--- config.mk ---
export PLATFORM = sky130hd
export DESIGN_NAME = obj_pixel_unpack
export DESIGN_NICKNAME = d
export VERILOG_FILES = /design/src/obj_pkg.sv /design/src/obj_pixel_unpack.sv
export SDC_FILE = /design/constraint.sdc
export NUM_CORES = 1
export LEC_CHECK = 0
export ABC_AREA = 1
export BUFFER_PORTS_ARGS = -buffer_cell sky130_fd_sc_hd__buf_4
export CORE_AREA = 2 2 39 41
export DETAILED_ROUTE_END_ITERATION = 8
export DIE_AREA = 0 0 41 43
export PLACE_DENSITY = 0.74
export SLEW_MARGIN = 0
export SYNTH_ARGS = -nofsm -noshare
export SYNTH_HDL_FRONTEND = slang
export SYNTH_SLANG_ARGS = --single-unit
--- constraint.sdc ---
create_clock -name vclk -period 1.1
set_input_delay 0.11 -clock vclk [all_inputs]
set_output_delay 0.11 -clock vclk [all_outputs]
set_load 0.05 [all_outputs]
--- src/obj_pkg.sv ---
`default_nettype none

package obj_pkg;

    localparam int LINE_WIDTH  = 240;
    localparam int NUM_OBJECTS = 128;
    localparam int OAM_ADDR_W  = 8;
    localparam int VRAM_ADDR_W = 14;

    // attribute 0 bits 11:10.
    typedef enum logic [1:0] {
        MODE_NORMAL = 2'd0,
        MODE_SEMI   = 2'd1,
        MODE_WINDOW = 2'd2,
        MODE_HIDDEN = 2'd3
    } obj_mode_e;

    typedef enum logic [1:0] {
        ST_IDLE,
        ST_FETCH,
        ST_WAIT_ATTR,
        ST_DRAW
    } obj_state_e;

    typedef struct packed {
        logic [7:0] y;
        logic [8:0] x;
        obj_mode_e  mode;
        logic       mosaic;
        logic       bpp8;
        logic       hflip;
        logic       vflip;
        logic       dbl_size;
        logic [6:0] width;
        logic [6:0] height;
        logic [9:0] tile;
        logic [1:0] prio;
        logic [3:0] palette;
    } obj_attr_t;

    typedef struct packed {
        logic [7:0] column;
        logic [1:0] x_low;   // in-object x bits 1:0, selects nibble or byte.
        logic       bpp8;
        logic [3:0] palette;
        logic [1:0] prio;
        logic       semi;
    } obj_req_t;

    typedef struct packed {
        logic       present;
        logic [1:0] prio;
        logic       semi;
        logic       bpp8;
        logic [7:0] index;
    } obj_pixel_t;

    typedef struct packed {
        logic [6:0] width;
        logic [6:0] height;
    } obj_size_t;

    // shape 0 is square, 1 is wide, 2 is tall. Shape 3 is not a legal shape.
    function automatic obj_size_t obj_dims(input logic [1:0] shape, input logic [1:0] size);
        obj_size_t d;
        d = '{width: 7'd8, height: 7'd8};
        case (shape)
            2'd0: begin
                d.width  = 7'd8 << size;
                d.height = 7'd8 << size;
            end
            2'd1, 2'd2: begin
                case (size)
                    2'd0: d = '{width: 7'd16, height: 7'd8};
                    2'd1: d = '{width: 7'd32, height: 7'd8};
                    2'd2: d = '{width: 7'd32, height: 7'd16};
                    default: d = '{width: 7'd64, height: 7'd32};
                endcase
                if (shape == 2'd2) begin
                    d = '{width: d.height, height: d.width};
                end
            end
            default: ;
        endcase
        return d;
    endfunction

endpackage

`default_nettype wire
--- src/obj_pixel_unpack.sv ---
`timescale 1ns/1ps
`default_nettype none

module obj_pixel_unpack import obj_pkg::*; (
    input  obj_req_t    req,
    input  logic        req_live,
    input  logic [15:0] vram_data,
    output obj_pixel_t  pixel,
    output logic        write
);

    logic [3:0] nibble;
    logic [7:0] byte_sel;
    logic [7:0] index;
    logic       opaque;

    // the leftmost pixel sits in the lowest bits of the halfword.
    assign nibble   = vram_data[{req.x_low, 2'b00} +: 4];
    assign byte_sel = req.x_low[0] ? vram_data[15:8] : vram_data[7:0];

    assign index  = req.bpp8 ? byte_sel : {req.palette, nibble};
    assign opaque = req.bpp8 ? (byte_sel != 8'd0) : (nibble != 4'd0);  // index 0 is see-through.
    assign write  = req_live && opaque;

    always_comb begin
        pixel.present = write;
        pixel.prio    = req.prio;
        pixel.semi    = req.semi;
        pixel.bpp8    = req.bpp8;
        pixel.index   = index;
    end

endmodule

`default_nettype wire

==> results.sh <==
export IMPL_status="finished, violations left"
export IMPL_failed_checks="negative setup slack"
export IMPL_synthMuxAreaShare=0
export IMPL_wl_per_cell_um=12.47
export IMPL_max_stage_delay_ps=180
export IMPL_period_share=1.084
export IMPL_synth_nets=118
export IMPL_cts_hold_buf=0
export IMPL_rsz0062_at_grt="yes"
export IMPL_power_density_mw_per_mm2=590.1
export IMPL_antenna_found_initial=0
export IMPL_min_path_type="input pin to output pin"
export IMPL_nNetsFinal=162
export IMPL_slew_headroom=0.8790
export IMPL_cp_end_kind="output pin"
export IMPL_fin_area_sq_um=929.6
export IMPL_diodes=0
export IMPL_crit_family="simple AND/OR/NAND/NOR gates"
export IMPL_num_fill_cells=111
export IMPL_worstPathCellList="buf_4 > inv_1 > nand3_2 > nand2_2 > nand3_1 > nor2_2 > nor2_4 > buf_8"
export IMPL_start_util=0.2749
export IMPL_finalHoldViolCount=0
export IMPL_die_y_um=43
export IMPL_slew_violations=0
export IMPL_initialDrtViolationCount=22
export IMPL_seq_area_frac_synth=0
export IMPL_synth_compound_area_frac=0.1480
export IMPL_num_vias=700
export IMPL_crit_fanout=4
export IMPL_ys_top_cells_by_count="38 x nand2_1, 10 x nand3_1, 10 x nor2_1"
export IMPL_p_leak_nw=0.4992
export IMPL_crit_required_ps=990
export IMPL_ant_nets=0
export IMPL_multiInputGateArea_sq_um=435.4
export IMPL_die_w_um=41
export IMPL_design_seq_count=0
export IMPL_grtUsageTotal=0.1628
export IMPL_worst_path_buf_inv=3
export IMPL_crit_type="input pin to output pin"
export IMPL_power_mw=0.5486
export IMPL_peakVddDrop_mv=0.3526
export IMPL_place_area_sq_um=703.2
export IMPL_syn_to_final_growth_pct=144.4
export IMPL_drc=0
export IMPL_routed_wl_um=1758
export IMPL_gr_total_overflow=0
export IMPL_cap_violations=0
export IMPL_syn_area_sq_um=380.4
export IMPL_gp_congestion=0.7965
export IMPL_synth_most_common_cell="nand2_1"
export IMPL_io_buffers=35
export IMPL_fmax_mhz=838.9
export IMPL_synth_fa_ha_area_frac=0
export IMPL_layout_setup_ws_ps=-92.03
export IMPL_drt_pass1_iterations=4
export IMPL_ios=49
export IMPL_grt_pass1_vias=562
export IMPL_netlist_instances=83
export IMPL_yosys_cell_types_count=14
export IMPL_ff_latch_area_sq_um=0
export IMPL_dp_hpwl_um=1108
export IMPL_synth_xor_area_share=0
export IMPL_yosysTopAreaCell="nand2_1"
export IMPL_slowest_stage="nor2_2"
export IMPL_clock_buffers=0
export IMPL_synthSimpleGateAreaFrac=0.6546
export IMPL_num_rows=14
export IMPL_period_needed_ps=1192
export IMPL_cp_data_arrival_time_ps=1080
export IMPL_synth_top_family_by_area="simple AND/OR/NAND/NOR gates"
export IMPL_synthTopCellsByArea="nand2_1 38%, nand3_1 13%, buf_4 9.9%"
export IMPL_setup_tns_ps=-182.3
export IMPL_grt_first_pass_wirelength_um=2125
export IMPL_drive_gt1_frac=0.6560
export IMPL_grt_max_degree=11
export IMPL_viasPerCell=4.965
export IMPL_yosysTopAreaCellShare=0.3750
export IMPL_worst_pin_slew_ps=181.2
export IMPL_setup_worst_path_start_class="input pin"
export IMPL_avgSynthCellArea_sq_um=4.583
export IMPL_die_area_sq_mm=0.001763
export IMPL_coreArea_sq_mm=0.001384
export IMPL_yosysWarnings=0
export IMPL_setup_viol=2
==> area by class of cell <==
class,instances,area share
Multi-Input combinational cell,70,0.4684
Timing Repair Buffer,48,0.4630
Inverter,6,0.03769
Tap cell,16,0.02153
Timing Repair inverter,1,0.009421
==> path summary, 6_finish.rpt <==
check   start        end  depth (start not counted)
max    req[9]  pixel[12]                          8
min    req[2]  pixel[11]                          0
==> power by group <==
group	internal [mW]	switching, mW
Combinational	0.238	0.310
Sequential	0	0
Clock	0	0
==> cell families (layout without fill, tap and decap cells) <==
kind of cell    Yosys count  count (layout)
compound gates            9               9
buf+inv                  13              55
simple gates             61              61
==> routing by layer <==
metal  share of wire  GRT usage  up-vias
met3           0.072   0.005236        6
met4           0.023    0.01333        0
li1                -          -      347
met2            0.56     0.3094       36
met1            0.34     0.1930      311
met5               0          0        -
==> per-stage QoR <==
step	util	worst slack, ps	instances	hold WS [ps]
final	0.6718	-92.03	141	220.0
after global routing	0.6718	-107.5	141	220.1
after CTS	0.5597	-36.62	138	220.6
after detailed placement	0.5081	-137.5	137	220.6
after global placement	0.5081	-111.6	137	220.6
after floorplan	-	-149.5	83	382.1
==> repair_timing <==
action	in CTS	in global routing
buffers inserted	0	2
setup endpoints to repair	7	5
gates resized for setup	13	37
pin swaps	7	11
cloned	1	1
==> cell usage in the layout (no fill, tap or decap) <==
cell type,synthesis,final
nand2_4,0,6
inv_6,0,1
buf_8,0,3
o21a_1,1,1
buf_4,5,39
clkinv_8,0,1
buf_12,0,1
nand3_2,0,3
o21ai_2,0,4
o21bai_4,0,1
nor2_1,10,3
buf_16,0,1
inv_1,5,5
nand2_1,38,24
nand3_1,10,7
nor2_4,0,2
buf_6,1,4
nand2_2,2,10
o21ai_1,0,1
a31oi_1,2,2
nor2_2,1,6
No activity file was read; power rests on OpenSTA's default activity.
