$ cat src/obj_pkg.sv
`default_nettype none

package obj_pkg;

    localparam int LINE_WIDTH  = 240;
    localparam int NUM_OBJECTS = 128;
    localparam int OAM_ADDR_W  = 8;
    localparam int VRAM_ADDR_W = 14;

    // attribute 0 bits 11:10.
    typedef enum logic [1:0] {
        MODE_NORMAL = 2'd0,
        MODE_SEMI   = 2'd1,
        MODE_WINDOW = 2'd2,
        MODE_HIDDEN = 2'd3
    } obj_mode_e;

    typedef enum logic [1:0] {
        ST_IDLE,
        ST_FETCH,
        ST_WAIT_ATTR,
        ST_DRAW
    } obj_state_e;

    typedef struct packed {
        logic [7:0] y;
        logic [8:0] x;
        obj_mode_e  mode;
        logic       mosaic;
        logic       bpp8;
        logic       hflip;
        logic       vflip;
        logic       dbl_size;
        logic [6:0] width;
        logic [6:0] height;
        logic [9:0] tile;
        logic [1:0] prio;
        logic [3:0] palette;
    } obj_attr_t;

    typedef struct packed {
        logic [7:0] column;
        logic [1:0] x_low;   // in-object x bits 1:0, selects nibble or byte.
        logic       bpp8;
        logic [3:0] palette;
        logic [1:0] prio;
        logic       semi;
    } obj_req_t;

    typedef struct packed {
        logic       present;
        logic [1:0] prio;
        logic       semi;
        logic       bpp8;
        logic [7:0] index;
    } obj_pixel_t;

    typedef struct packed {
        logic [6:0] width;
        logic [6:0] height;
    } obj_size_t;

    // shape 0 is square, 1 is wide, 2 is tall. Shape 3 is not a legal shape.
    function automatic obj_size_t obj_dims(input logic [1:0] shape, input logic [1:0] size);
        obj_size_t d;
        d = '{width: 7'd8, height: 7'd8};
        case (shape)
            2'd0: begin
                d.width  = 7'd8 << size;
                d.height = 7'd8 << size;
            end
            2'd1, 2'd2: begin
                case (size)
                    2'd0: d = '{width: 7'd16, height: 7'd8};
                    2'd1: d = '{width: 7'd32, height: 7'd8};
                    2'd2: d = '{width: 7'd32, height: 7'd16};
                    default: d = '{width: 7'd64, height: 7'd32};
                endcase
                if (shape == 2'd2) begin
                    d = '{width: d.height, height: d.width};
                end
            end
            default: ;
        endcase
        return d;
    endfunction

endpackage

`default_nettype wire
$ cat src/obj_pixel_addr.sv
`timescale 1ns/1ps
`default_nettype none

module obj_pixel_addr import obj_pkg::*; (
    input  obj_attr_t              attr,
    input  logic [7:0]             render_row,
    input  logic [6:0]             col_offset,
    input  logic [15:0]            mosaic_reg,
    input  logic                   obj_1d_map,
    input  logic                   req_valid,
    output logic [VRAM_ADDR_W-1:0] vram_addr,
    output obj_req_t               req,
    output logic                   req_in_line
);

    logic [7:0]             row_in;
    logic [6:0]             mos_w;
    logic [6:0]             mos_h;
    logic [6:0]             col_m;
    logic [6:0]             row_m;
    logic [6:0]             x_obj;
    logic [6:0]             y_obj;
    logic [9:0]             tiles_per_row;
    logic [9:0]             row_stride;
    logic [9:0]             col_step;
    logic [9:0]             tile_num;
    logic [4:0]             hw_in_tile;
    logic [VRAM_ADDR_W-1:0] addr;
    logic [8:0]             screen_col;

    assign row_in = render_row - attr.y;  // below height for any covered object.
    assign mos_w  = {3'b000, mosaic_reg[11:8]} + 7'd1;
    assign mos_h  = {3'b000, mosaic_reg[15:12]} + 7'd1;

    assign col_m = attr.mosaic ? col_offset - (col_offset % mos_w) : col_offset;
    assign row_m = attr.mosaic ? row_in[6:0] - (row_in[6:0] % mos_h) : row_in[6:0];
    assign x_obj = attr.hflip ? attr.width - 7'd1 - col_m : col_m;
    assign y_obj = attr.vflip ? attr.height - 7'd1 - row_m : row_m;

    // tile numbers count 32-byte units, so an 8bpp tile takes two of them.
    assign tiles_per_row = attr.bpp8 ? {5'b0, attr.width[6:3], 1'b0} : {6'b0, attr.width[6:3]};
    assign row_stride    = obj_1d_map ? tiles_per_row : 10'd32;
    assign col_step      = attr.bpp8 ? {6'b0, x_obj[5:3], 1'b0} : {7'b0, x_obj[5:3]};
    assign tile_num      = attr.tile + row_stride * 10'(y_obj[5:3]) + col_step;

    // 4bpp rows are two halfwords, 8bpp rows four.
    assign hw_in_tile = attr.bpp8 ? {y_obj[2:0], x_obj[2:1]} : {1'b0, y_obj[2:0], x_obj[2]};
    assign addr       = {tile_num, 4'b0000} + {9'b0, hw_in_tile};
    assign vram_addr  = req_valid ? addr : '0;

    assign screen_col  = attr.x + {2'b00, col_offset};
    assign req_in_line = req_valid && (screen_col < 9'(LINE_WIDTH));

    always_comb begin
        req.column  = screen_col[7:0];
        req.x_low   = x_obj[1:0];
        req.bpp8    = attr.bpp8;
        req.palette = attr.palette;
        req.prio    = attr.prio;
        req.semi    = (attr.mode == MODE_SEMI);
    end

endmodule

`default_nettype wire

$ cat config.mk
export PLATFORM = sky130hd
export DESIGN_NAME = obj_pixel_addr
export DESIGN_NICKNAME = d
export VERILOG_FILES = /design/src/obj_pkg.sv /design/src/obj_pixel_addr.sv
export SDC_FILE = /design/constraint.sdc
export NUM_CORES = 1
export LEC_CHECK = 0
export CORE_AREA = 2 2 151 153
export DETAILED_ROUTE_END_ITERATION = 12
export DIE_AREA = 0 0 153 155
export DONT_BUFFER_PORTS = 1
export MAX_ROUTING_LAYER = met4
export PLACE_DENSITY = 0.47
export SLEW_MARGIN = 20
export SYNTH_ARGS = -nofsm -noshare
export SYNTH_HDL_FRONTEND = slang
export SYNTH_SLANG_ARGS = --single-unit
$ cat constraint.sdc
create_clock -name vclk -period 31
set_clock_uncertainty 0.1 [all_clocks]
set_input_delay 4.65 -clock vclk [all_inputs]
set_output_delay 4.65 -clock vclk [all_outputs]
set_load 0.1 [all_outputs]
==> reports/results.ini <==
[grt]
grt_first_pass_wirelength_um = 23600
grt_overflow = 0
grtUsageTotal = 0.119
grt_max_degree = 25
grt_pass1_vias = 4836
antenna_found_initial = 0

[route]
dr.pass1.iters = 4
drt_iter0_drc = 190
route.detailed.drc = 0
drt-vias-per-instance = 4.96
vias = 5100
wl_per_cell_um = 13.8
ant_nets = 0
routed_wl_um = 14200

[synthesis]
synth.largest_area_cell = ha_1
syn_inst = 753
syn_nets = 971
yosysUniqueCellTypes = 68
synth_area_leaders = ha_1 (24%), fa_1 (7.7%), xnor2_1 (6.8%)
yosysSeqAreaShare = 0
synth.avg_cell_area_um2 = 7.56
yosysWarnings = 0
netlist_area_um2 = 5690
synth_top_area_share = 0.240
yosysMostFrequentCell = ha_1
synth_commonest_cells = ha_1 (109), inv_1 (68), nand2_1 (55), nor2_1 (55), a21oi_1 (48)

[clock_network]
cts_resized = 0
post-cts-setup-buffer-count = 0
cts_hold_buf = 0

[hold_path]
holdCritPathClass = input pin to primary output

[layout]
flops_and_latches = 0
area_growth_pct = 6.68
fillers = 2435
regArea_um2 = 0
final_cell_area_um2 = 6070
n_clock_buffer = 0
antenna_cells = 0
drive_above_1_share = 0.0659
multi_input_area_um2 = 5400
layout.nets = 963

[sta]
fin_ws_ns = 2.14
fin_setup_tns_ns = 0
hold_slack_ns = 9.20
rsz0062_at_grt = false
final-setup-viol-count = 0
min_period_over_period = 0.931
finalCriticalPeriod_ns = 28.86
hold_viol = 0
max_freq_ghz = 0.0346
worst_pin_slew_ns = 1.12
final-max-slew-violation-count = 0
relSlewSlack = 0.250

[critical_path]
startpoint_type = input pin
endpoint_kind = primary output
cp_slowest_cell = and2_1
crit_fanout = 10
critPathMostFrequentCell = ha_1
worstPathRequired_ns = 26.25
max_stage_delay_ns = 0.78
crit_arrival_ns = 24.11
path_class = input pin to primary output

[floorplanning]
die_h_um = 155
boundaryPins = 120
die_w_um = 153
rows = 55
initial_utilization = 0.256
dieArea_um2 = 23700
fp.coreArea_um2 = 22200

[place]
dp_slack_ns = 2.13
routabilityCongestion = 0.823
place_area_um2 = 6070
io_buffers = 0
dp_hpwl_um = 12500

[run]
max_cap_violations = 0

[run_status]
outcome = completed

==> final cells by class <==
| cell class | count | area share |
|---|---|---|
| timing repair buffer | 8 | 0.00989 |
| multi-input combinational | 667 | 0.889 |
| inverter | 68 | 0.0420 |
| tap | 285 | 0.0587 |
==> logic make-up after synthesis <==
| logic type | after synthesis | synth area share |
|---|---|---|
| and+or+nand+nor | 240 | 0.221 |
| AOI/OAI and AO/OA | 191 | 0.222 |
| adders and majority gates | 131 | 0.317 |
| xor gates and xnor gates | 60 | 0.0923 |
| buffers and inverters | 86 | 0.0613 |
| muxes | 45 | 0.0872 |
==> metrics by stage <==
stage	cells	util
finish	1028	0.273
global route	1028	0.273
CTS	1028	0.273
detailed placement	1028	0.273
global placement	1028	0.273
floorplan	753	-
==> routing by layer <==
metal	vias to the layer above	global-route usage	wire length, um
li1	2700	-	-
met1	2301	0.164	7020
met2	95	0.205	6500
met3	4	0.00669	577
met4	0	0.00397	57
met5	-	-	0
==> cell usage in the layout (no fill, tap or decap), drive strengths merged, types with 3 or more instances in the layout <==
cell     Yosys  final
a21o        20     20
ha         109    109
or2          7      7
a211oi       3      3
o21bai       6      6
xnor2       44     44
nand4        5      5
and2        18     18
nand2       55     55
buf         10      8
nor3        15     15
nor2        55     55
mux2        18     18
nor4         7      7
nor3b        3      3
nand3b       4      4
a21oi       48     48
and3         4      4
nor2b       15     15
and4         6      6
o2111ai      3      3
mux2i       26     26
o21ai       43     43
xor2        16     16
o31ai        6      6
inv         68     68
o211ai      10     10
fa          22     22
nand2b      14     14
o21a        16     16
or3          7      7
nand3       17     17
a31oi        4      4
a21boi      10     10
o211a        3      3
==> critical path, delay by kind of cell <==
family / cells / cell delay, ns
compound gates: 30 / 7.32
fa+ha+maj: 16 / 5.50
simple gates: 22 / 4.49
mux: 3 / 0.97
xor+xnor: 4 / 0.85
buf+inv: 5 / 0.29
==> path summary, 6_finish.rpt <==
check / start / end / cells after the start
worst max-delay path: render_row[0] / vram_addr[13] / 80
worst min-delay path: attr[4] / req[1] / 0
Power is not shown: default switching activity piles up to over one toggle a cycle in this logic, so the estimate is an artifact.
