--- src/obj_pkg.sv ---
`default_nettype none

package obj_pkg;

    localparam int LINE_WIDTH  = 240;
    localparam int NUM_OBJECTS = 128;
    localparam int OAM_ADDR_W  = 8;
    localparam int VRAM_ADDR_W = 14;

    // attribute 0 bits 11:10.
    typedef enum logic [1:0] {
        MODE_NORMAL = 2'd0,
        MODE_SEMI   = 2'd1,
        MODE_WINDOW = 2'd2,
        MODE_HIDDEN = 2'd3
    } obj_mode_e;

    typedef enum logic [1:0] {
        ST_IDLE,
        ST_FETCH,
        ST_WAIT_ATTR,
        ST_DRAW
    } obj_state_e;

    typedef struct packed {
        logic [7:0] y;
        logic [8:0] x;
        obj_mode_e  mode;
        logic       mosaic;
        logic       bpp8;
        logic       hflip;
        logic       vflip;
        logic       dbl_size;
        logic [6:0] width;
        logic [6:0] height;
        logic [9:0] tile;
        logic [1:0] prio;
        logic [3:0] palette;
    } obj_attr_t;

    typedef struct packed {
        logic [7:0] column;
        logic [1:0] x_low;   // in-object x bits 1:0, selects nibble or byte.
        logic       bpp8;
        logic [3:0] palette;
        logic [1:0] prio;
        logic       semi;
    } obj_req_t;

    typedef struct packed {
        logic       present;
        logic [1:0] prio;
        logic       semi;
        logic       bpp8;
        logic [7:0] index;
    } obj_pixel_t;

    typedef struct packed {
        logic [6:0] width;
        logic [6:0] height;
    } obj_size_t;

    // shape 0 is square, 1 is wide, 2 is tall. Shape 3 is not a legal shape.
    function automatic obj_size_t obj_dims(input logic [1:0] shape, input logic [1:0] size);
        obj_size_t d;
        d = '{width: 7'd8, height: 7'd8};
        case (shape)
            2'd0: begin
                d.width  = 7'd8 << size;
                d.height = 7'd8 << size;
            end
            2'd1, 2'd2: begin
                case (size)
                    2'd0: d = '{width: 7'd16, height: 7'd8};
                    2'd1: d = '{width: 7'd32, height: 7'd8};
                    2'd2: d = '{width: 7'd32, height: 7'd16};
                    default: d = '{width: 7'd64, height: 7'd32};
                endcase
                if (shape == 2'd2) begin
                    d = '{width: d.height, height: d.width};
                end
            end
            default: ;
        endcase
        return d;
    endfunction

endpackage

`default_nettype wire
--- src/obj_sequencer.sv ---
`timescale 1ns/1ps
`default_nettype none

module obj_sequencer import obj_pkg::*; (
    input  logic       clock,
    input  logic       reset,
    input  logic       line_start,
    output logic       fetch_start,
    output logic [6:0] obj_index,
    input  logic       attr_valid,
    input  logic       covered,
    input  logic [6:0] width,
    output logic [6:0] col_offset,
    output logic       req_valid
);

    obj_state_e state;
    logic       fetch_busy;   // a fetch is out and its attr_valid has not come back yet.
    logic       last_obj;
    logic       last_col;

    assign last_obj = (obj_index == 7'(NUM_OBJECTS - 1));
    assign last_col = (col_offset == width - 7'd1);

    // after an abandoned pass the stale attr_valid drains before the next fetch.
    assign fetch_start = (state == ST_FETCH) && !fetch_busy;
    assign req_valid   = (state == ST_DRAW) && !line_start;

    always_ff @(posedge clock, posedge reset) begin
        if (reset) begin
            fetch_busy <= 1'b0;
        end else if (fetch_start) begin
            fetch_busy <= 1'b1;
        end else if (attr_valid) begin
            fetch_busy <= 1'b0;
        end
    end

    always_ff @(posedge clock, posedge reset) begin
        if (reset) begin
            state      <= ST_IDLE;
            obj_index  <= '0;
            col_offset <= '0;
        end else if (line_start) begin
            state      <= ST_FETCH;
            obj_index  <= '0;
            col_offset <= '0;
        end else begin
            case (state)
                ST_FETCH: begin
                    if (fetch_start) state <= ST_WAIT_ATTR;
                end
                ST_WAIT_ATTR: begin
                    if (attr_valid) begin
                        if (covered) begin
                            state      <= ST_DRAW;
                            col_offset <= '0;
                        end else if (last_obj) begin
                            state <= ST_IDLE;
                        end else begin
                            obj_index <= obj_index + 7'd1;
                            state     <= ST_FETCH;
                        end
                    end
                end
                ST_DRAW: begin
                    if (last_col) begin
                        col_offset <= '0;
                        if (last_obj) begin
                            state <= ST_IDLE;
                        end else begin
                            obj_index <= obj_index + 7'd1;
                            state     <= ST_FETCH;
                        end
                    end else begin
                        col_offset <= col_offset + 7'd1;
                    end
                end
                default: ;  // idle until the next line.
            endcase
        end
    end

    a_req_in_object: assert property (@(posedge clock) disable iff (reset)
        req_valid |-> col_offset < width);

endmodule

`default_nettype wire

--- config.mk ---
export PLATFORM = sky130hd
export DESIGN_NAME = obj_sequencer
export DESIGN_NICKNAME = d
export VERILOG_FILES = /design/src/obj_pkg.sv /design/src/obj_sequencer.sv
export SDC_FILE = /design/constraint.sdc
export NUM_CORES = 1
export LEC_CHECK = 0
export BUFFER_PORTS_ARGS = -buffer_cell sky130_fd_sc_hd__buf_4
export CORE_UTILIZATION = 52
export DETAILED_ROUTE_END_ITERATION = 7
export PLACE_DENSITY = 0.77
export SLEW_MARGIN = 5
export SYNTH_ARGS = -nofsm -noshare
export SYNTH_HDL_FRONTEND = slang
export SYNTH_SLANG_ARGS = --single-unit
--- constraint.sdc ---
create_clock -name clock -period 3.6 [get_ports clock]
set_clock_uncertainty 0.05 [all_clocks]
set_input_delay 0 -clock clock [delete_from_list [all_inputs] [get_ports clock]]
set_output_delay 0 -clock clock [all_outputs]
set_load 0.03 [all_outputs]
==> metrics.yaml <==
status: "finished, final reports clean"
pin_count: 28
synthToLayoutAreaGrowth_pct: 24.02
netlist.area_leader.share_pct: 34.03
clk_path_buf_depth: 2
crit_fanout: 7
ys_top_cells_by_area: "dfrtp_1, nand3_1, inv_1"
slew_headroom_pct: 57.46
hold_violations: 0
ys_top_cells_by_count: "dfrtp_1, inv_1, nand3_1"
ir_drop_v: 0.0002823
grt_pass1_vias: 1025
antenna_found_initial: 0
gp_congestion: 0.8244
cts_resized: 0
post-route-util_pct: 69.41
rsz0062_at_grt: "false"
initialDrtViolationCount: 17
synth.cell_area_um2: 1250
grt_pass1_wl_mm: 4.802
dieHeight_um: 51.03
critPathRequiredTime_ps: 3720
synthCells: 131
fin_area_um2: 1550
fp.dieW_um: 51.03
n_antenna_cell: 0
critPathLaunchType: "register"
antenna_left: 0
register_area_um2: 425.4
nets: 181
synth_seq_cells: 17
wl_per_cell_um: 14.59
clockRootBuffer: "clkbuf_4"
power_mw: 0.6460
worstPathArrival_ps: 2620
fill_cells: 183
synth_area_leader_cell: "dfrtp_1"
yosys_warnings: 0
dp_hpwl_mm: 2.144
yosysMostFrequentCell: "dfrtp_1"
dieArea_um2: 2604
fin_crit_sh_pct: 69.65
grt_max_degree: 18
first_pass_iters: 4
multi_input_area_um2: 772.0
place_ws_ps: 1502
drv_cap: 0
ys_types: 41
syn_area_per_cell_um2: 9.542
grt_usage_pct: 24.23
worstMarginPinSlew_ps: 637.4
critPathTopFamily: "buffers and inverters"
synth_edf_count: 0
cts.sinks: 17
clk_pin_slew_worst_paths_ps: 90
hold_path_class: "in -> reg"
port-buffer-count: 27
vias_per_cell: 5.689
wl_mm: 2.815
cts-hold-fix-buffers: 4
path_buf_inv: 1
slowest_delay_ps: 590
crit_type: "reg -> reg"
slew_viol_final: 0
period_needed_ps: 2507
via_count: 1098
power_density_nw_per_um2: 416.7
numCtsBuffers: 3
ys_seq_area_share_pct: 34.03
p_leak_nw: 0.7237
drive_gt1_share_pct: 26.67
setup_ws_ps: 1093
setup_viol: 0
cp_cell_sequence: "xnor3_1 > nand3_1 > nor3_4 > o21ai_2 > o211ai_1 > a31oi_1 > dlygate4sd3_1"
tns_ps: 0
core_area_um2: 2233
synth_fp_nets: 146
synth_flop_cell: "dfrtp_1"
fmax_mhz: 398.8
grt_overflow: 0
async_flop_share_pct: 100.0
worstSkewPairLatency_ps: 280
cts_setup_buffers: 0
cts_tree: "built"
cts-htree-levels: 1
drc_errors: 0
placed_cell_area_um2: 1484
rows: 17
cp_slowest_cell: "dlygate4sd3_1"
initial_utilization_pct: 55.97
endpoint_kind: "register"
-- routing by layer --
metal | up-vias | global-route usage [%] | part of all wire [%] | wire (µm)
met1 | 539 | 34.39 | 48 | 1358
met2 | 20 | 37.94 | 48 | 1358
li1 | 539 | - | - | -
met5 | - | 0 | 0 | 0
met4 | 0 | 1.389 | 0 | 0
met3 | 0 | 7.143 | 3.4 | 97
-- power by group --
| group | switching (mW) | internal, mW | total [mW] |
|---|---|---|---|
| combinational | 0.169 | 0.112 | 0.280 |
| sequential | 0.0460 | 0.220 | 0.266 |
| clock | 0.0561 | 0.0431 | 0.0991 |
-- cell families after synthesis --
| kind of cell | Yosys count | share of synthesized area, % |
|---|---|---|
| adders and majority gates | 3 | 3.003 |
| and+or+nand+nor | 49 | 22.02 |
| AOI/OAI and AO/OA | 31 | 20.82 |
| muxes | 6 | 6.006 |
| buffers and inverters | 14 | 4.204 |
| xor gates and xnor gates | 11 | 9.909 |
| DFF | 17 | 34.03 |
-- stage by stage --
| step | cells | hold WS, ps |
|---|---|---|
| 6_report | 193 | 25.31 |
| 5_1_grt | 193 | 52.56 |
| 3_5_place_dp | 185 | 86.63 |
| 4_1_cts | 193 | 20.83 |
| 2_1_floorplan | 131 | -123.9 |
| 3_3_place_gp | 185 | 75.40 |
-- final cells by class --
class	count	area share, %
Multi-Input combinational cell	100	49.80
Sequential cell	17	27.44
Timing Repair Buffer	31	15.66
Inverter	13	3.148
Tap cell	28	2.260
Clock buffer	4	1.695
-- registers in the layout (all words and copies together) (netlist names) --
register,cells
state,2
fetch_busy,1
obj_index,7
col_offset,7
-- cells in the final DEF (no fill, tap or decap), types with 4 or more instances in the layout --
cell / n
buf_4: 27
dfrtp_1: 17
inv_1: 13
nand3_1: 13
nor2_1: 9
a21oi_1: 7
nor2b_1: 7
xnor2_1: 5
nand2_1: 5
xor2_1: 4
mux2_1: 4
dlygate4sd3_1: 4
-- worst reg2reg max path, cell delays in order (launching register included) --
cell and delay, ps:
dfrtp_1 460, xnor3_1 390, nand3_1 120, nor3_4 280, o21ai_2 180, o211ai_1 210
a31oi_1 110, dlygate4sd3_1 590
-- final timing paths --
path	depth (start not counted)	start	slack (ps)	end
max in group asynchronous	3	reset	2790	obj_index[0]
hold / removal	3	covered	30	state[0]
setup / recovery	7	col_offset[2]	1090	state[1]
hold reg to reg	1	obj_index[6]	520	obj_index[6]
min in group asynchronous	3	reset	300	obj_index[3]
setup reg to reg	7	col_offset[2]	1090	state[1]
No activity file was read; power rests on OpenSTA's default activity.
