--- config.mk ---
export PLATFORM = sky130hd
export DESIGN_NAME = obj_attr_fetch
export DESIGN_NICKNAME = d
export VERILOG_FILES = /design/src/obj_pkg.sv /design/src/obj_attr_fetch.sv
export SDC_FILE = /design/constraint.sdc
export NUM_CORES = 1
export LEC_CHECK = 0
export BUFFER_PORTS_ARGS = -buffer_cell sky130_fd_sc_hd__buf_2
export CAP_MARGIN = 40
export CORE_MARGIN = 2
export CORE_UTILIZATION = 45
export DETAILED_ROUTE_END_ITERATION = 10
export GPL_TIMING_DRIVEN = 0
export PLACE_DENSITY = 0.88
export SLEW_MARGIN = 20
export SYNTH_ARGS = -nofsm -noshare
export SYNTH_HDL_FRONTEND = slang
export SYNTH_SLANG_ARGS = --single-unit
--- constraint.sdc ---
create_clock -name clock -period 5.65 [get_ports clock]
set_clock_uncertainty 0.1 [all_clocks]
set_input_delay 1.695 -clock clock [delete_from_list [all_inputs] [get_ports clock]]
set_output_delay 1.695 -clock clock [all_outputs]
set_load 0.005 [all_outputs]
--- src/obj_pkg.sv ---
`default_nettype none

package obj_pkg;

    localparam int LINE_WIDTH  = 240;
    localparam int NUM_OBJECTS = 128;
    localparam int OAM_ADDR_W  = 8;
    localparam int VRAM_ADDR_W = 14;

    // attribute 0 bits 11:10.
    typedef enum logic [1:0] {
        MODE_NORMAL = 2'd0,
        MODE_SEMI   = 2'd1,
        MODE_WINDOW = 2'd2,
        MODE_HIDDEN = 2'd3
    } obj_mode_e;

    typedef enum logic [1:0] {
        ST_IDLE,
        ST_FETCH,
        ST_WAIT_ATTR,
        ST_DRAW
    } obj_state_e;

    typedef struct packed {
        logic [7:0] y;
        logic [8:0] x;
        obj_mode_e  mode;
        logic       mosaic;
        logic       bpp8;
        logic       hflip;
        logic       vflip;
        logic       dbl_size;
        logic [6:0] width;
        logic [6:0] height;
        logic [9:0] tile;
        logic [1:0] prio;
        logic [3:0] palette;
    } obj_attr_t;

    typedef struct packed {
        logic [7:0] column;
        logic [1:0] x_low;   // in-object x bits 1:0, selects nibble or byte.
        logic       bpp8;
        logic [3:0] palette;
        logic [1:0] prio;
        logic       semi;
    } obj_req_t;

    typedef struct packed {
        logic       present;
        logic [1:0] prio;
        logic       semi;
        logic       bpp8;
        logic [7:0] index;
    } obj_pixel_t;

    typedef struct packed {
        logic [6:0] width;
        logic [6:0] height;
    } obj_size_t;

    // shape 0 is square, 1 is wide, 2 is tall. Shape 3 is not a legal shape.
    function automatic obj_size_t obj_dims(input logic [1:0] shape, input logic [1:0] size);
        obj_size_t d;
        d = '{width: 7'd8, height: 7'd8};
        case (shape)
            2'd0: begin
                d.width  = 7'd8 << size;
                d.height = 7'd8 << size;
            end
            2'd1, 2'd2: begin
                case (size)
                    2'd0: d = '{width: 7'd16, height: 7'd8};
                    2'd1: d = '{width: 7'd32, height: 7'd8};
                    2'd2: d = '{width: 7'd32, height: 7'd16};
                    default: d = '{width: 7'd64, height: 7'd32};
                endcase
                if (shape == 2'd2) begin
                    d = '{width: d.height, height: d.width};
                end
            end
            default: ;
        endcase
        return d;
    endfunction

endpackage

`default_nettype wire
--- src/obj_attr_fetch.sv ---
`timescale 1ns/1ps
`default_nettype none

module obj_attr_fetch import obj_pkg::*; (
    input  logic                  clock,
    input  logic                  reset,
    input  logic                  fetch_start,
    input  logic [6:0]            obj_index,
    input  logic [7:0]            render_row,
    output logic [OAM_ADDR_W-1:0] oam_addr,
    input  logic [31:0]           oam_data,
    output obj_attr_t             attr,
    output logic                  attr_valid,
    output logic                  covered
);

    logic [1:0]  stage;   // bit 0 waits on word 2n, bit 1 on word 2n+1.
    logic [6:0]  index_q;
    logic [31:0] word0_q;
    logic [15:0] attr2_q;
    logic [15:0] attr0;
    logic [15:0] attr1;
    obj_size_t   dims;
    obj_mode_e   raw_mode;
    logic [7:0]  row_in_obj;

    always_ff @(posedge clock, posedge reset) begin
        if (reset) begin
            stage      <= '0;
            attr_valid <= 1'b0;
        end else begin
            stage      <= {stage[0], fetch_start};
            attr_valid <= stage[1];
        end
    end

    always_ff @(posedge clock) begin
        if (fetch_start) index_q <= obj_index;
        if (stage[0]) word0_q <= oam_data;
        if (stage[1]) attr2_q <= oam_data[15:0];
    end

    always_comb begin
        if (fetch_start) begin
            oam_addr = {obj_index, 1'b0};
        end else if (stage[0]) begin
            oam_addr = {index_q, 1'b1};
        end else begin
            oam_addr = '0;
        end
    end

    assign attr0    = word0_q[15:0];
    assign attr1    = word0_q[31:16];
    assign dims     = obj_dims(attr0[15:14], attr1[15:14]);
    assign raw_mode = obj_mode_e'(attr0[11:10]);

    always_comb begin
        attr.y        = attr0[7:0];
        attr.x        = attr1[8:0];
        attr.mosaic   = attr0[12];
        attr.bpp8     = attr0[13];
        attr.hflip    = attr1[12];
        attr.vflip    = attr1[13];
        attr.dbl_size = attr0[9];
        attr.width    = dims.width;
        attr.height   = dims.height;
        attr.tile     = attr2_q[9:0];
        attr.prio     = attr2_q[11:10];
        attr.palette  = attr2_q[15:12];
        // no affine support, so double-size objects are dropped with the window ones.
        if (attr0[9] || raw_mode == MODE_WINDOW) begin
            attr.mode = MODE_HIDDEN;
        end else begin
            attr.mode = raw_mode;
        end
    end

    assign row_in_obj = render_row - attr.y;  // wraps so objects near y 255 reach row 0.
    assign covered    = (attr.mode != MODE_HIDDEN) && (row_in_obj < {1'b0, attr.height});

    a_fetch_no_overlap: assert property (@(posedge clock) disable iff (reset)
        fetch_start |-> (stage == 2'b00));

endmodule

`default_nettype wire

==> summary.md <==
| Metric | Value |
|---|---|
| Max Root-Sink Buffers | 2 |
| Vias in the first global route | 1,767 |
| Mapped cell area | 2547 um2 |
| RSZ-0062 raised after global routing | false |
| Die X | 79.24 um |
| Critical Path AT | 3.68 ns |
| Row Count | 27 |
| Hold slack | 0.7160 ns |
| Sequential share of power | 0.554 |
| Logic pwr share | 0.152 |
| Critical path class | in2out |
| Fin Setup TNS | 0 ns |
| Pwr dens | 260.7 nW/um2 |
| # IOs | 114 |
| Slew headroom | 0.4753 |
| Layout area overhead | 29.91% |
| Number of synthesized register bits | 54 |
| CTS Sinks | 54 |
| Fmax achieved | 0.1827 GHz |
| DP Wirelength | 3798 um |
| Initial Util | 0.4655 |
| Post-synth top area cell | edfxtp_1 |
| Post-DRT Antenna Nets | 0 |
| Final number of setup-violating endpoints | 0 |
| Core Util, Final | 0.6047 |
| Hold Vio Cnt, Final | 0 |
| Status | completed |
| Synth unique cells | 33 |
| # DRC | 0 |
| Critical-path maximum fanout | 3 |
| Post-DP Area | 3178 um2 |
| Commonest cells in the netlist | edfxtp_1 (51), buf_4 (28), ha_1 (18), inv_1 (16), nand2_1 (13) |
| Hold Path Class | reg2reg |
| Reg2Reg Depth | 0 |
| Leakage | 0.001561 uW |
| Sw Ratio | 0.2283 |
| Top_reg_cell synth | edfxtp_1 |
| Crit-path max cell delay | 0.30 ns |
| Share of cells above drive strength 1 | 0.5000 |
| CP startpoint kind | input pin |
| Clk pwr share | 0.294 |
| First DRT Iteration DRCs | 58 |
| Vias post-DR | 1,752 |
| Critical path, cell by cell | buf_2, ha_1, nand2_1, o21ai_2, nand4_1, nor2b_1, xnor2_1, ha_1, a211oi_2, nand3_1, nor3_2, buf_2 |
| Hold depth | 0 |
| Internal Power | 665.8 uW |
| HP Start | stage[0] |
| Global-route wire length before repair | 7610 um |
| Clock Latency Late Sink | 0.29 ns |
| Dpl cells | 367 |
| H-tree depth | 2 |
| Die Span Y | 79.24 um |
| Routed WL | 4927 um |
| Launch point of the worst reg-to-reg path | stage[1] |
| Avg Inst Size Synth | 13.70 um2 |
| Part of the cycle the worst path needs | 0.9688 |
| Least-Margin Pin Slew | 0.7870 ns |
| Initial DRT Pass Iterations | 4 |
| Maximum vdd ir drop | 0.0002026 V |
| Sw Pwr | 197.0 uW |
| Synth top area share | 0.6012 |
| RR Endpoint | attr2_q[7] |
| Worst Setup SP | render_row[2] |
| Placer Congestion | 0.8064 |
| EDFF count, synth | 51 |
| Final Max Slew Viols | 0 |
| Worst path slowest cell | ha_1 |
| Final #Nets | 371 |
| Async SR Flop Fraction | 0.05556 |
| Critical Path Sink Type | output pin |
| Cells taking the most area after synthesis | edfxtp_1 (60%), ha_1 (8.8%), buf_4 (8.3%), dfrtp_1 (2.9%), inv_1 (2.4%) |
| Largest net degree at the start of global routing | 32 |
| Initial antenna violation count | 0 |
| Clock-pin transition on the worst setup and hold timing paths | 0.09 ns |
| CTS tree | done |
| Antenna Cells | 0 |
| Clk root buf | clkbuf_8 |
| WL/cell | 13.10 um |
| GR Overflow Total | 0 |
| Final Non-Filler Cells | 376 |
| Synth warnings | 0 |
| WP data required | 3.86 ns |
| Max-cap viol count | 0 |
| Worst Hold End | stage[1] |
| Syn Inst Count | 186 |
| Num CTS Buffers | 5 |
| Design Area, Final | 3309 um2 |
| Port bufs | 104 |
| Filler Cells Inserted | 467 |
| Min Tclk post-route | 5.474 ns |
| GRT Util Overall | 0.1584 |
| Area of the die | 6279 um2 |
| Vias per cell | 4.660 |
| Post-synthesis sequential area ratio | 0.6306 |
| Count leader, synth | edfxtp_1 |
| Core footprint | 5473 um2 |
| Flop-to-flop setup slack | 4.32 ns |
## final cells by class
type	instances	area, um2	area share
sequential	54	1608	0.4858
multi-input combinational	88	683.2	0.2064
timing repair buffer	105	528.0	0.1595
buffer	32	226.5	0.06843
tap	72	90.09	0.02722
clock buffer	6	72.57	0.02193
inverter	17	63.81	0.01928
clock inverter	2	37.54	0.01134
## stage by stage
stage,power [uW],setup slack (ns)
finish,862.8,0.1764
CTS,865.0,0.07222
global placement,608.6,0.05056
global route,898.8,0.02868
floorplan,557.1,0.4654
detailed placement,615.1,-0.01917
## cells in the final DEF, fill, tap and decap left out, types with 3 or more instances in the layout
cell and n:
nand3_1 4, ha_1 18, a21o_1 3, edfxtp_1 51, buf_2 105, xnor2_1 3, conb_1 6, a21oi_1 9
nor2b_1 3, buf_4 29, a22o_1 6, inv_1 16, nand2_1 13, clkbuf_1 4, clkbuf_8 5, mux2_2 3
## how the worst max path moves through the flow
stage                     slack, ns      end  depth (start not counted)
after floorplan                0.47  covered                         10
after global placement         0.05  covered                         12
after detailed placement      -0.02  covered                         12
after CTS                      0.07  covered                         12
after global routing           0.03  covered                         12
final                          0.18  covered                         12
## state kept, by name (all words and copies together), names as in the netlist
name	flops
stage	2
attr2_q	16
index_q	7
word0_q	28
attr_valid	1
## routing by layer
layer	GRT usage	part of all wire	vias up
met5	0	0	-
met4	0.04655	0.0047	0
met3	0.05682	0.092	2
met2	0.2822	0.52	84
met1	0.1778	0.38	808
li1	-	-	858
## logic make-up after synthesis
kind of cell,Yosys count,share of synthesized area
AOI/OAI and AO/OA,27,0.07859
other,1,0.001472
DFF,54,0.6306
buffers and inverters,49,0.1139
adders and majority gates,18,0.08841
and+or+nand+nor,28,0.05256
muxes,4,0.01719
xor gates and xnor gates,5,0.01719
## worst max-delay path, delay by kind of cell
family	cells	cell delay (ns)
compound gates	2	0.45
buf+inv	2	0.23
fa+ha+maj	2	0.58
xor+xnor	1	0.12
simple gates	5	0.61
## timing repair
item                       CTS  global route
buffers inserted             0             1
setup endpoints to repair    1             1
resized for setup            1             2
hold buffers                 0             0
pin swaps                    0             2
## power groups by stage
stage | combinational (uW) | clock, uW | sequential [uW]
after floorplan | 73.0 | 0 | 484
after global placement | 122 | 0 | 486
after detailed placement | 128 | 0 | 487
after CTS | 129 | 258 | 478
after global routing | 147 | 271 | 481
final | 131 | 253 | 478
Power figures use the tool's default switching activity.
